### src/vec_defines.svh
// sizing and latency macros for the vector issue controller, included by RTL and testbench
`ifndef VEC_DEFINES_SVH
`define VEC_DEFINES_SVH

// ----------------------------------------
// register file
// ----------------------------------------
`define VEC_NUM_REGS 32

// ----------------------------------------
// operation queue
// ----------------------------------------
`define VEC_QUEUE_DEPTH 4
// ready drops at this many free slots or fewer
`define VEC_QUEUE_AF_LEVEL 2

// ----------------------------------------
// execution unit pipeline depths
// ----------------------------------------
`define VEC_MADD_LATENCY 3
`define VEC_PERMUTE_LATENCY 1

`endif
### src/vec_pkg.sv
// shared types of the vector issue controller, imported by every RTL module and the testbench
`include "vec_defines.svh"

package vec_pkg;

  // vector register number
  typedef logic [$clog2(`VEC_NUM_REGS)-1:0] vec_reg_t;

  // instruction opcodes
  typedef enum logic [2:0] {
    op_add   = 3'd0,
    op_mul   = 3'd1,
    // accumulates inside the unit, no register write
    op_mac   = 3'd2,
    op_splat = 3'd3,
    op_shift = 3'd4,
    op_sel   = 3'd5
  } vec_opcode_e;

  // execution units, also the writeback source id
  typedef enum logic {
    unit_madd    = 1'b0,
    unit_permute = 1'b1
  } vec_unit_e;

endpackage

### src/vec_issue_ctrl.sv
// top level of the vector issue controller: decode, queue, scoreboard, unit pipes, writeback
`timescale 1ns/1ps
`include "vec_defines.svh"

module vec_issue_ctrl import vec_pkg::*; (
  input  logic        clk,
  input  logic        reset,
  input  logic        inst_valid,
  input  vec_opcode_e inst_opcode,
  input  vec_reg_t    inst_rt,
  input  vec_reg_t    inst_ra,
  input  vec_reg_t    inst_rb,
  output logic        ready,
  output logic        pipe_empty,
  output logic        wb_en,
  output logic        wb_we,
  output vec_reg_t    wb_addr,
  output vec_unit_e   wb_unit
);

  logic      inst_accept;
  logic      dec_push;
  logic      dec_busy;
  vec_unit_e dec_unit;
  logic      dec_read_ra;
  logic      dec_read_rb;
  logic      dec_write_rt;
  vec_reg_t  dec_rt;
  vec_reg_t  dec_ra;
  vec_reg_t  dec_rb;
  logic      q_full;
  logic      q_almost_full;
  logic      head_valid;
  vec_unit_e head_unit;
  logic      head_read_ra;
  logic      head_read_rb;
  logic      head_write_rt;
  vec_reg_t  head_rt;
  vec_reg_t  head_ra;
  vec_reg_t  head_rb;
  logic      q_pop;
  logic      issue_madd;
  logic      issue_permute;
  logic      sb_idle;
  logic      madd_in_ready;
  logic      madd_req;
  logic      madd_we;
  vec_reg_t  madd_rt;
  logic      madd_grant;
  logic      madd_empty;
  logic      permute_in_ready;
  logic      permute_req;
  logic      permute_we;
  vec_reg_t  permute_rt;
  logic      permute_grant;
  logic      permute_empty;

  // ----------------------------------------
  // front end
  // ----------------------------------------
  assign ready       = !q_almost_full && !q_full;
  assign inst_accept = inst_valid && ready;

  vec_op_decode u_decode (
    .clk, .reset,
    .inst_valid (inst_accept),
    .inst_opcode, .inst_rt, .inst_ra, .inst_rb,
    .q_full,
    .push       (dec_push),
    .op_unit    (dec_unit),
    .op_read_ra (dec_read_ra),
    .op_read_rb (dec_read_rb),
    .op_write_rt(dec_write_rt),
    .op_rt      (dec_rt),
    .op_ra      (dec_ra),
    .op_rb      (dec_rb),
    .busy       (dec_busy)
  );

  vec_op_queue u_queue (
    .clk, .reset,
    .push       (dec_push),
    .pop        (q_pop),
    .in_unit    (dec_unit),
    .in_read_ra (dec_read_ra),
    .in_read_rb (dec_read_rb),
    .in_write_rt(dec_write_rt),
    .in_rt      (dec_rt),
    .in_ra      (dec_ra),
    .in_rb      (dec_rb),
    .head_valid,
    .full       (q_full),
    .almost_full(q_almost_full),
    .head_unit, .head_read_ra, .head_read_rb, .head_write_rt,
    .head_rt, .head_ra, .head_rb
  );

  vec_scoreboard u_scoreboard (
    .clk, .reset,
    .head_valid, .head_unit, .head_read_ra, .head_read_rb, .head_write_rt,
    .head_rt, .head_ra, .head_rb,
    .madd_in_ready, .permute_in_ready,
    .wb_en, .wb_we, .wb_addr,
    .pop        (q_pop),
    .issue_madd, .issue_permute,
    .idle       (sb_idle)
  );

  // ----------------------------------------
  // execution units and writeback
  // ----------------------------------------
  vec_unit_pipe #(.LATENCY(`VEC_MADD_LATENCY)) u_madd_pipe (
    .clk, .reset,
    .issue   (issue_madd),
    .issue_rt(head_rt),
    .issue_we(head_write_rt),
    .grant   (madd_grant),
    .in_ready(madd_in_ready),
    .req     (madd_req),
    .req_rt  (madd_rt),
    .req_we  (madd_we),
    .empty   (madd_empty)
  );

  vec_unit_pipe #(.LATENCY(`VEC_PERMUTE_LATENCY)) u_permute_pipe (
    .clk, .reset,
    .issue   (issue_permute),
    .issue_rt(head_rt),
    .issue_we(head_write_rt),
    .grant   (permute_grant),
    .in_ready(permute_in_ready),
    .req     (permute_req),
    .req_rt  (permute_rt),
    .req_we  (permute_we),
    .empty   (permute_empty)
  );

  vec_wb_arbiter u_wb_arbiter (
    .clk, .reset,
    .madd_req, .madd_we, .madd_rt,
    .permute_req, .permute_we, .permute_rt,
    .madd_grant, .permute_grant,
    .wb_en, .wb_we, .wb_addr, .wb_unit
  );

  assign pipe_empty = !dec_busy && !head_valid && madd_empty && permute_empty && sb_idle;

endmodule

### src/vec_wb_arbiter.sv
// rotating-mask arbiter that puts one finished unit per cycle onto the writeback port
`timescale 1ns/1ps

module vec_wb_arbiter import vec_pkg::*; (
  input  logic      clk,
  input  logic      reset,
  input  logic      madd_req,
  input  logic      madd_we,
  input  vec_reg_t  madd_rt,
  input  logic      permute_req,
  input  logic      permute_we,
  input  vec_reg_t  permute_rt,
  output logic      madd_grant,
  output logic      permute_grant,
  output logic      wb_en,
  output logic      wb_we,
  output vec_reg_t  wb_addr,
  output vec_unit_e wb_unit
);

  // indexed by unit id
  logic [1:0] mask;
  vec_unit_e  winner;
  logic       any_req;

  assign any_req = madd_req || permute_req;

  // ----------------------------------------
  // grant selection
  // ----------------------------------------
  always_comb begin
    if (madd_req && mask[unit_madd]) begin
      winner = unit_madd;
    end else if (permute_req && mask[unit_permute]) begin
      winner = unit_permute;
    end else if (madd_req) begin
      winner = unit_madd;
    end else begin
      winner = unit_permute;
    end
  end

  assign madd_grant    = madd_req && (winner == unit_madd);
  assign permute_grant = permute_req && (winner == unit_permute);
  assign wb_en         = any_req;
  assign wb_unit       = winner;
  assign wb_addr       = (winner == unit_madd) ? madd_rt : permute_rt;
  assign wb_we         = any_req && ((winner == unit_madd) ? madd_we : permute_we);

  // ----------------------------------------
  // mask rotation
  // ----------------------------------------
  // 11 -> 10 -> 00 -> 11, stepping once per requesting cycle
  always_ff @(posedge clk or posedge reset) begin
    if (reset) begin
      mask <= 2'b11;
    end else if (any_req) begin
      if (!mask[unit_permute]) begin
        mask <= 2'b11;
      end else if (mask[unit_madd]) begin
        mask[unit_madd] <= 1'b0;
      end else begin
        mask[unit_permute] <= 1'b0;
      end
    end
  end

  // rotation bounds the wait of a held request
  assert property (@(posedge clk) disable iff (reset)
      (madd_req && !madd_grant) |=> madd_grant)
    else $error("madd writeback request passed over twice");
  assert property (@(posedge clk) disable iff (reset)
      (permute_req && !permute_grant && $past(permute_req && !permute_grant))
      |=> permute_grant)
    else $error("permute writeback request starved");

endmodule

### src/vec_unit_pipe.sv
// fixed-latency execution pipeline model that holds its finished head until writeback grant
`timescale 1ns/1ps

module vec_unit_pipe import vec_pkg::*; #(
  parameter int LATENCY = 1
) (
  input  logic     clk,
  input  logic     reset,
  input  logic     issue,
  input  vec_reg_t issue_rt,
  input  logic     issue_we,
  input  logic     grant,
  output logic     in_ready,
  output logic     req,
  output vec_reg_t req_rt,
  output logic     req_we,
  output logic     empty
);

  logic [LATENCY-1:0] valid_q;
  logic [LATENCY-1:0] we_q;
  vec_reg_t           rt_q [LATENCY];
  logic               advance;

  // whole pipe moves only when the last stage is free or leaving
  assign advance = !valid_q[LATENCY-1] || grant;

  always_ff @(posedge clk or posedge reset) begin
    if (reset) begin
      valid_q <= '0;
    end else if (advance) begin
      valid_q[0] <= issue;
      for (int i = 1; i < LATENCY; i++) begin
        valid_q[i] <= valid_q[i-1];
      end
    end
  end

  // stage payload
  always_ff @(posedge clk) begin
    if (advance) begin
      rt_q[0] <= issue_rt;
      we_q[0] <= issue_we;
      for (int i = 1; i < LATENCY; i++) begin
        rt_q[i] <= rt_q[i-1];
        we_q[i] <= we_q[i-1];
      end
    end
  end

  assign in_ready = advance;
  assign req      = valid_q[LATENCY-1];
  assign req_rt   = rt_q[LATENCY-1];
  assign req_we   = we_q[LATENCY-1];
  assign empty    = (valid_q == '0);

  // an issue into a stalled pipe would be lost
  assert property (@(posedge clk) disable iff (reset) issue |-> in_ready)
    else $error("operation issued while pipe stalled");

endmodule

### src/vec_scoreboard.sv
// pending-write scoreboard that checks the queue head for hazards and issues it to a unit
`timescale 1ns/1ps
`include "vec_defines.svh"

module vec_scoreboard import vec_pkg::*; (
  input  logic      clk,
  input  logic      reset,
  input  logic      head_valid,
  input  vec_unit_e head_unit,
  input  logic      head_read_ra,
  input  logic      head_read_rb,
  input  logic      head_write_rt,
  input  vec_reg_t  head_rt,
  input  vec_reg_t  head_ra,
  input  vec_reg_t  head_rb,
  input  logic      madd_in_ready,
  input  logic      permute_in_ready,
  input  logic      wb_en,
  input  logic      wb_we,
  input  vec_reg_t  wb_addr,
  output logic      pop,
  output logic      issue_madd,
  output logic      issue_permute,
  output logic      idle
);

  // one bit per register with a write in flight
  logic [`VEC_NUM_REGS-1:0] pending;
  logic                     hazard;
  logic                     unit_ready;

  // ----------------------------------------
  // hazard check and issue
  // ----------------------------------------
  // RAW on ra/rb, WAW on rt
  assign hazard = (head_read_ra && pending[head_ra])
               || (head_read_rb && pending[head_rb])
               || (head_write_rt && pending[head_rt]);

  assign unit_ready = (head_unit == unit_madd) ? madd_in_ready : permute_in_ready;

  assign pop           = head_valid && !hazard && unit_ready;
  assign issue_madd    = pop && (head_unit == unit_madd);
  assign issue_permute = pop && (head_unit == unit_permute);
  assign idle          = (pending == '0);

  // ----------------------------------------
  // pending bit tracking
  // ----------------------------------------
  // set and clear never hit the same register in one cycle
  always_ff @(posedge clk or posedge reset) begin
    if (reset) begin
      pending <= '0;
    end else begin
      if (wb_en && wb_we) begin
        pending[wb_addr] <= 1'b0;
      end
      if (pop && head_write_rt) begin
        pending[head_rt] <= 1'b1;
      end
    end
  end

  assert property (@(posedge clk) disable iff (reset)
      (wb_en && wb_we) |-> pending[wb_addr])
    else $error("writeback to register %0d without pending write", wb_addr);

endmodule

### src/vec_op_decode.sv
// input register and opcode decode that feeds classified operations into the queue
`timescale 1ns/1ps

module vec_op_decode import vec_pkg::*; (
  input  logic        clk,
  input  logic        reset,
  input  logic        inst_valid,
  input  vec_opcode_e inst_opcode,
  input  vec_reg_t    inst_rt,
  input  vec_reg_t    inst_ra,
  input  vec_reg_t    inst_rb,
  input  logic        q_full,
  output logic        push,
  output vec_unit_e   op_unit,
  output logic        op_read_ra,
  output logic        op_read_rb,
  output logic        op_write_rt,
  output vec_reg_t    op_rt,
  output vec_reg_t    op_ra,
  output vec_reg_t    op_rb,
  output logic        busy
);

  logic        valid_q;
  vec_opcode_e opcode_q;
  vec_reg_t    rt_q;
  vec_reg_t    ra_q;
  vec_reg_t    rb_q;
  logic        load;

  // take a new instruction once the held one has left
  assign load = !valid_q || push;

  always_ff @(posedge clk or posedge reset) begin
    if (reset) begin
      valid_q <= 1'b0;
    end else if (load) begin
      valid_q <= inst_valid;
    end
  end

  always_ff @(posedge clk) begin
    if (load) begin
      opcode_q <= inst_opcode;
      rt_q     <= inst_rt;
      ra_q     <= inst_ra;
      rb_q     <= inst_rb;
    end
  end

  // ----------------------------------------
  // opcode classification
  // ----------------------------------------
  always_comb begin
    op_unit     = unit_madd;
    op_read_ra  = 1'b0;
    op_read_rb  = 1'b0;
    op_write_rt = 1'b0;
    case (opcode_q)
      op_add, op_mul: begin
        op_read_ra  = 1'b1;
        op_read_rb  = 1'b1;
        op_write_rt = 1'b1;
      end
      op_mac: begin
        op_read_ra = 1'b1;
        op_read_rb = 1'b1;
      end
      op_splat: begin
        op_unit     = unit_permute;
        op_write_rt = 1'b1;
      end
      op_shift: begin
        op_unit     = unit_permute;
        op_read_ra  = 1'b1;
        op_write_rt = 1'b1;
      end
      op_sel: begin
        op_unit     = unit_permute;
        op_read_ra  = 1'b1;
        op_read_rb  = 1'b1;
        op_write_rt = 1'b1;
      end
      default: begin
      end
    endcase
  end

  assign push  = valid_q && !q_full;
  assign op_rt = rt_q;
  assign op_ra = ra_q;
  assign op_rb = rb_q;
  assign busy  = valid_q;

  // ready upstream must keep new work away while a full queue blocks the held one
  assert property (@(posedge clk) disable iff (reset)
      q_full |-> !(push || (valid_q && inst_valid)))
    else $error("instruction pushed or overrun while queue full");

endmodule

### src/vec_op_queue.sv
// in-order FIFO of decoded vector operations between decode and the issue scoreboard
`timescale 1ns/1ps
`include "vec_defines.svh"

module vec_op_queue import vec_pkg::*; (
  input  logic      clk,
  input  logic      reset,
  input  logic      push,
  input  logic      pop,
  input  vec_unit_e in_unit,
  input  logic      in_read_ra,
  input  logic      in_read_rb,
  input  logic      in_write_rt,
  input  vec_reg_t  in_rt,
  input  vec_reg_t  in_ra,
  input  vec_reg_t  in_rb,
  output logic      head_valid,
  output logic      full,
  output logic      almost_full,
  output vec_unit_e head_unit,
  output logic      head_read_ra,
  output logic      head_read_rb,
  output logic      head_write_rt,
  output vec_reg_t  head_rt,
  output vec_reg_t  head_ra,
  output vec_reg_t  head_rb
);

  localparam int DEPTH = `VEC_QUEUE_DEPTH;
  localparam int PTR_W = (DEPTH > 1) ? $clog2(DEPTH) : 1;
  localparam int CNT_W = $clog2(DEPTH + 1);

  typedef struct packed {
    vec_unit_e unit;
    logic      read_ra;
    logic      read_rb;
    logic      write_rt;
    vec_reg_t  rt;
    vec_reg_t  ra;
    vec_reg_t  rb;
  } entry_t;

  entry_t           mem [DEPTH];
  entry_t           head;
  logic [PTR_W-1:0] wr_ptr;
  logic [PTR_W-1:0] rd_ptr;
  logic [CNT_W-1:0] count;

  function automatic logic [PTR_W-1:0] next_ptr(input logic [PTR_W-1:0] ptr);
    if (ptr == PTR_W'(DEPTH - 1)) begin
      return '0;
    end
    return ptr + 1'b1;
  endfunction

  // ----------------------------------------
  // pointers and occupancy
  // ----------------------------------------
  always_ff @(posedge clk or posedge reset) begin
    if (reset) begin
      wr_ptr <= '0;
      rd_ptr <= '0;
      count  <= '0;
    end else begin
      if (push) begin
        wr_ptr <= next_ptr(wr_ptr);
      end
      if (pop) begin
        rd_ptr <= next_ptr(rd_ptr);
      end
      case ({push, pop})
        2'b10:   count <= count + 1'b1;
        2'b01:   count <= count - 1'b1;
        default: count <= count;
      endcase
    end
  end

  // storage
  always_ff @(posedge clk) begin
    if (push) begin
      mem[wr_ptr] <= '{in_unit, in_read_ra, in_read_rb, in_write_rt, in_rt, in_ra, in_rb};
    end
  end

  assign head          = mem[rd_ptr];
  assign head_valid    = (count != '0);
  assign full          = (count == CNT_W'(DEPTH));
  assign almost_full   = ((CNT_W'(DEPTH) - count) <= CNT_W'(`VEC_QUEUE_AF_LEVEL));
  assign head_unit     = head.unit;
  assign head_read_ra  = head.read_ra;
  assign head_read_rb  = head.read_rb;
  assign head_write_rt = head.write_rt;
  assign head_rt       = head.rt;
  assign head_ra       = head.ra;
  assign head_rb       = head.rb;

  // producer and consumer respect the flags
  assert property (@(posedge clk) disable iff (reset) pop |-> head_valid)
    else $error("queue popped while empty");
  assert property (@(posedge clk) disable iff (reset) push |-> !full)
    else $error("queue pushed while full");

endmodule

### config.mk
export PLATFORM = sky130hd
export DESIGN_NAME = vec_issue_ctrl
export DESIGN_NICKNAME = d
export VERILOG_FILES = /design/src/vec_pkg.sv /design/src/vec_issue_ctrl.sv /design/src/vec_wb_arbiter.sv /design/src/vec_unit_pipe.sv /design/src/vec_scoreboard.sv /design/src/vec_op_decode.sv /design/src/vec_op_queue.sv
export VERILOG_INCLUDE_DIRS = /design/src
export SDC_FILE = /design/constraint.sdc
export NUM_CORES = 1
export LEC_CHECK = 0
export BUFFER_PORTS_ARGS = -buffer_cell sky130_fd_sc_hd__buf_4
export CAP_MARGIN = 20
export CORE_ASPECT_RATIO = 0.5
export CORE_MARGIN = 3
export CORE_UTILIZATION = 55
export DETAILED_ROUTE_END_ITERATION = 10
export HOLD_SLACK_MARGIN = 0.1
export PLACE_DENSITY = 0.72
export SLEW_MARGIN = 15
export SYNTH_ARGS = -nofsm -noshare
export SYNTH_HDL_FRONTEND = slang
export SYNTH_SLANG_ARGS = --single-unit
### constraint.sdc
create_clock -name clk -period 7.3 [get_ports clk]
set_clock_uncertainty 0.2 [all_clocks]
set_input_delay 0.73 -clock clk [delete_from_list [all_inputs] [get_ports clk]]
set_output_delay 0.73 -clock clk [all_outputs]
set_load 0.01 [all_outputs]
==> results.toml <==
[cells_and_area]
drive_gt1_frac = 0.1894
fill_cells = 935
design_area_mm2 = 0.008371
syn2layout_area_growth_pct = 13.06
nets = 584
regArea_mm2 = 0.004697
diodes = 0
multiInputGateArea_mm2 = 0.002515

[critical_path]
r2r_cells = 13
criticalPathCategory = "reg -> reg"
end_kind = "flop"
timing.rr.start = "u_queue.rd_ptr[1]"
rr_endpoint = "u_queue.count[2]"
rrSetupSlack_ps = 2780
crit_fanout = 36
cp-start-kind = "flop"
worstPathRequired_ps = 7450
crit_arrival_ps = 4660

[route]
via_per_inst = 6.227
drt-total-wl_um = 16090
first_pass_iters = 5
route.detailed.drc = 0
wire_per_inst_um = 21.89
dr.first_iter.drc_count = 572
num_vias = 4577
ant_nets = 0

[power_and_ir_drop]
switchingPower_mw = 1.763
leakage_nw = 3.199
power_density_mw_per_mm2 = 515.7
pwr-share-comb = 0.421
power.share.clock = 0.203
p_seq_frac = 0.375
switching_share = 0.4086
p_int_mw = 2.553
ir_worst_vdd_mv = 0.2059

[global_route]
grt_pass1_wl_um = 25650
first_global_vias = 4546
antenna_found_initial = 0
grt_max_degree = 47
grt_overflow = 0
grtUsageTotal = 0.2311

[hold_path]
min-delay-start = "u_madd_pipe.rt_q[0][2]"
hp-class = "reg -> reg"
min_path_cells = 0
holdPathEnd = "u_madd_pipe.rt_q[0][7]"

[logic_synthesis]
synthMuxAreaShare = 0.1766
synth_area_per_cell_um2 = 14.40
synth_top_family_by_area = "multiplexers"
synth_edf_count = 118
synthAdderAreaFrac = 0.01960
synth_top_area_frac = 0.4786
synthSimpleGateAreaFrac = 0.07707
async_flop_share = 0.2805
ys_warn_count = 0
yosysTopAreaCell = "edfxtp_1"
ys_types = 46
netlist_top_cells_area = "edfxtp_1 (48%), dfrtp_1 (15%), mux2i_1 (9.2%)"
ys.flop_type = "edfxtp_1"
synth-xor-area-share = 0.003549
syn-cell-area_mm2 = 0.007403
synth_seq_cells = 164
synth_compound_area_frac = 0.06287
synth_fp_nets = 546
syn_inst = 514
synth_seq_area_share = 0.6344

[placed_design]
dpl_cell_area_mm2 = 0.007740
dp_hpwl_um = 10500
io_buffers = 30
pre_cts_slack_ps = 2821
place_congestion = 0.9230

[floorplan]
die-area_mm2 = 0.01497
rows = 29
ios = 31
core-area_mm2 = 0.01292
start_util = 0.5731
fp.dieW_um = 170.1
die_y_um = 88.04

[clock_network]
post_cts_resized = 0
clkLatencyLatePin_ps = 430
cts.sinks = 164
cts_buffers = 17
cts_setup_buffers = 0
cts.clk_slew.worst_paths_ps = 70
clockBufferDepth = 2
cts_root_buffer = "clkbuf_16"
postCtsHoldBufs = 0
cts_tree = "built"
h-tree-depth = 4

[timing]
rsz0062_at_grt = "no"
final_max_slew_viol_count = 0
fin_crit_sh = 0.6190
setup_viol_count_final = 0
tightest_slew_ps = 1009
finalHoldViolCount = 0
holdWs_ps = 216.8
fin_ws_ps = 2782
min_period_ps = 4518
setup_tns_ps = 0
fmax_ghz = 0.2213
slew-limit-headroom = 0.3272

[run]
cap_violations = 0

[status]
status = "complete, no violations"
[stage by stage]
stage / util / instances / power [mW]
after floorplan: - / 514 / 2.971
after global placement: 0.5992 / 701 / 3.362
after detailed placement: 0.5992 / 701 / 3.410
after CTS: 0.6457 / 733 / 4.301
after global routing: 0.6480 / 735 / 4.554
final: 0.6480 / 735 / 4.316
[critical path, cell delays in order (launching register included)]
cell and delay [ps]:
dfrtp_1 980, mux4_2 540, nor3b_1 640, a22oi_1 180, and4_1 210, a211oi_2 250, nand2_4 320, inv_2 110
ha_1 170, inv_1 60, fa_1 370, xor2_1 150, nor2_1 110, xnor2_1 120
[registers in the layout (all words and copies together), names as in the netlist]
signal                 flops
u_wb_arbiter.mask          2
u_decode.busy              1
u_permute_pipe.req_we      1
u_permute_pipe.req         1
u_queue.rd_ptr             2
u_madd_pipe.we_q           3
u_madd_pipe.valid_q        3
u_decode.op_rb             5
u_queue.count              3
u_queue.wr_ptr             2
u_decode.op_ra             5
u_queue.mem               76
u_decode.opcode_q          3
u_scoreboard.pending      32
u_decode.op_rt             5
u_permute_pipe.rt_q        5
u_madd_pipe.rt_q          15
[power by group through the flow]
stage | Sequential, mW | Clock [mW] | Combinational, mW
2_1_floorplan | 1.50 | 0 | 1.47
3_3_place_gp | 1.61 | 0 | 1.75
3_5_place_dp | 1.62 | 0 | 1.79
4_1_cts | 1.61 | 0.885 | 1.80
5_1_grt | 1.65 | 0.929 | 1.98
6_report | 1.62 | 0.878 | 1.82
[cell type report]
| type | count | area share |
|---|---|---|
| sequential | 164 | 0.5611 |
| clock buffer | 17 | 0.05082 |
| timing repair buffer | 34 | 0.03229 |
| clock inverter | 15 | 0.02093 |
| tap | 170 | 0.02541 |
| multi-input combinational | 315 | 0.3004 |
| inverter | 20 | 0.008969 |
[routing by layer]
| layer | GRT usage | wire, um | vias to the layer above |
|---|---|---|---|
| met4 | 0.09419 | 413 | 0 |
| met1 | 0.3393 | 7348 | 2265 |
| li1 | - | - | 2034 |
| met5 | 0 | 0 | - |
| met2 | 0.3479 | 7174 | 233 |
| met3 | 0.04148 | 1154 | 45 |
[cell usage after synthesis, drive strengths merged, types with 8 or more instances]
master,number
mux2,13
inv,20
nor4,8
nand2,45
edfxtp,118
dfrtp,44
mux2i,68
buf,14
o21ai,72
nor2,12
mux4,21
ha,10
nand3,18
[placed cells by master (no fill, tap or decap), drive strengths merged, types with 2 or more instances in the layout]
cell type  Yosys  routed
edfxtp       118     118
o21ai         72      72
mux2i         68      68
nand2         45      45
dfrtp         44      44
buf           14      33
inv           20      27
mux4          21      21
nand3         18      18
clkbuf         1      17
mux2          13      13
nor2          12      12
ha            10      10
nor4           8       8
nor2b          6       6
and2           5       5
clkinv         0       5
nand3b         4       4
nand2b         4       4
a21oi          3       3
nand4          3       3
a22oi          3       3
clkinvlp       0       3
nor3b          2       2
xnor2          2       2
dfstp          2       2
[cells by family (layout without fill, tap and decap cells)]
| kind of cell | Yosys count | count (layout) |
|---|---|---|
| AO/OA/AOI/OAI | 85 | 85 |
| flip-flops | 164 | 164 |
| multiplexers | 102 | 102 |
| adder cells (fa/ha/maj) | 11 | 11 |
| XOR/XNOR | 3 | 3 |
| AND/OR/NAND/NOR | 114 | 114 |
| buffers and inverters | 35 | 86 |
[how the worst max path moves through the flow]
stage,slack [ps],end,from,depth (start not counted)
floorplan,3610,u_queue.count[2],u_queue.rd_ptr[0],15
global placement,2950,u_queue.count[2],u_queue.rd_ptr[1],13
detailed placement,2820,u_queue.count[2],u_queue.rd_ptr[1],13
CTS,2780,u_queue.count[2],u_queue.rd_ptr[0],14
global route,2500,u_queue.count[2],u_queue.rd_ptr[1],13
finish,2780,u_queue.count[2],u_queue.rd_ptr[1],13
Note: power is estimated with default switching activity, not from simulation.
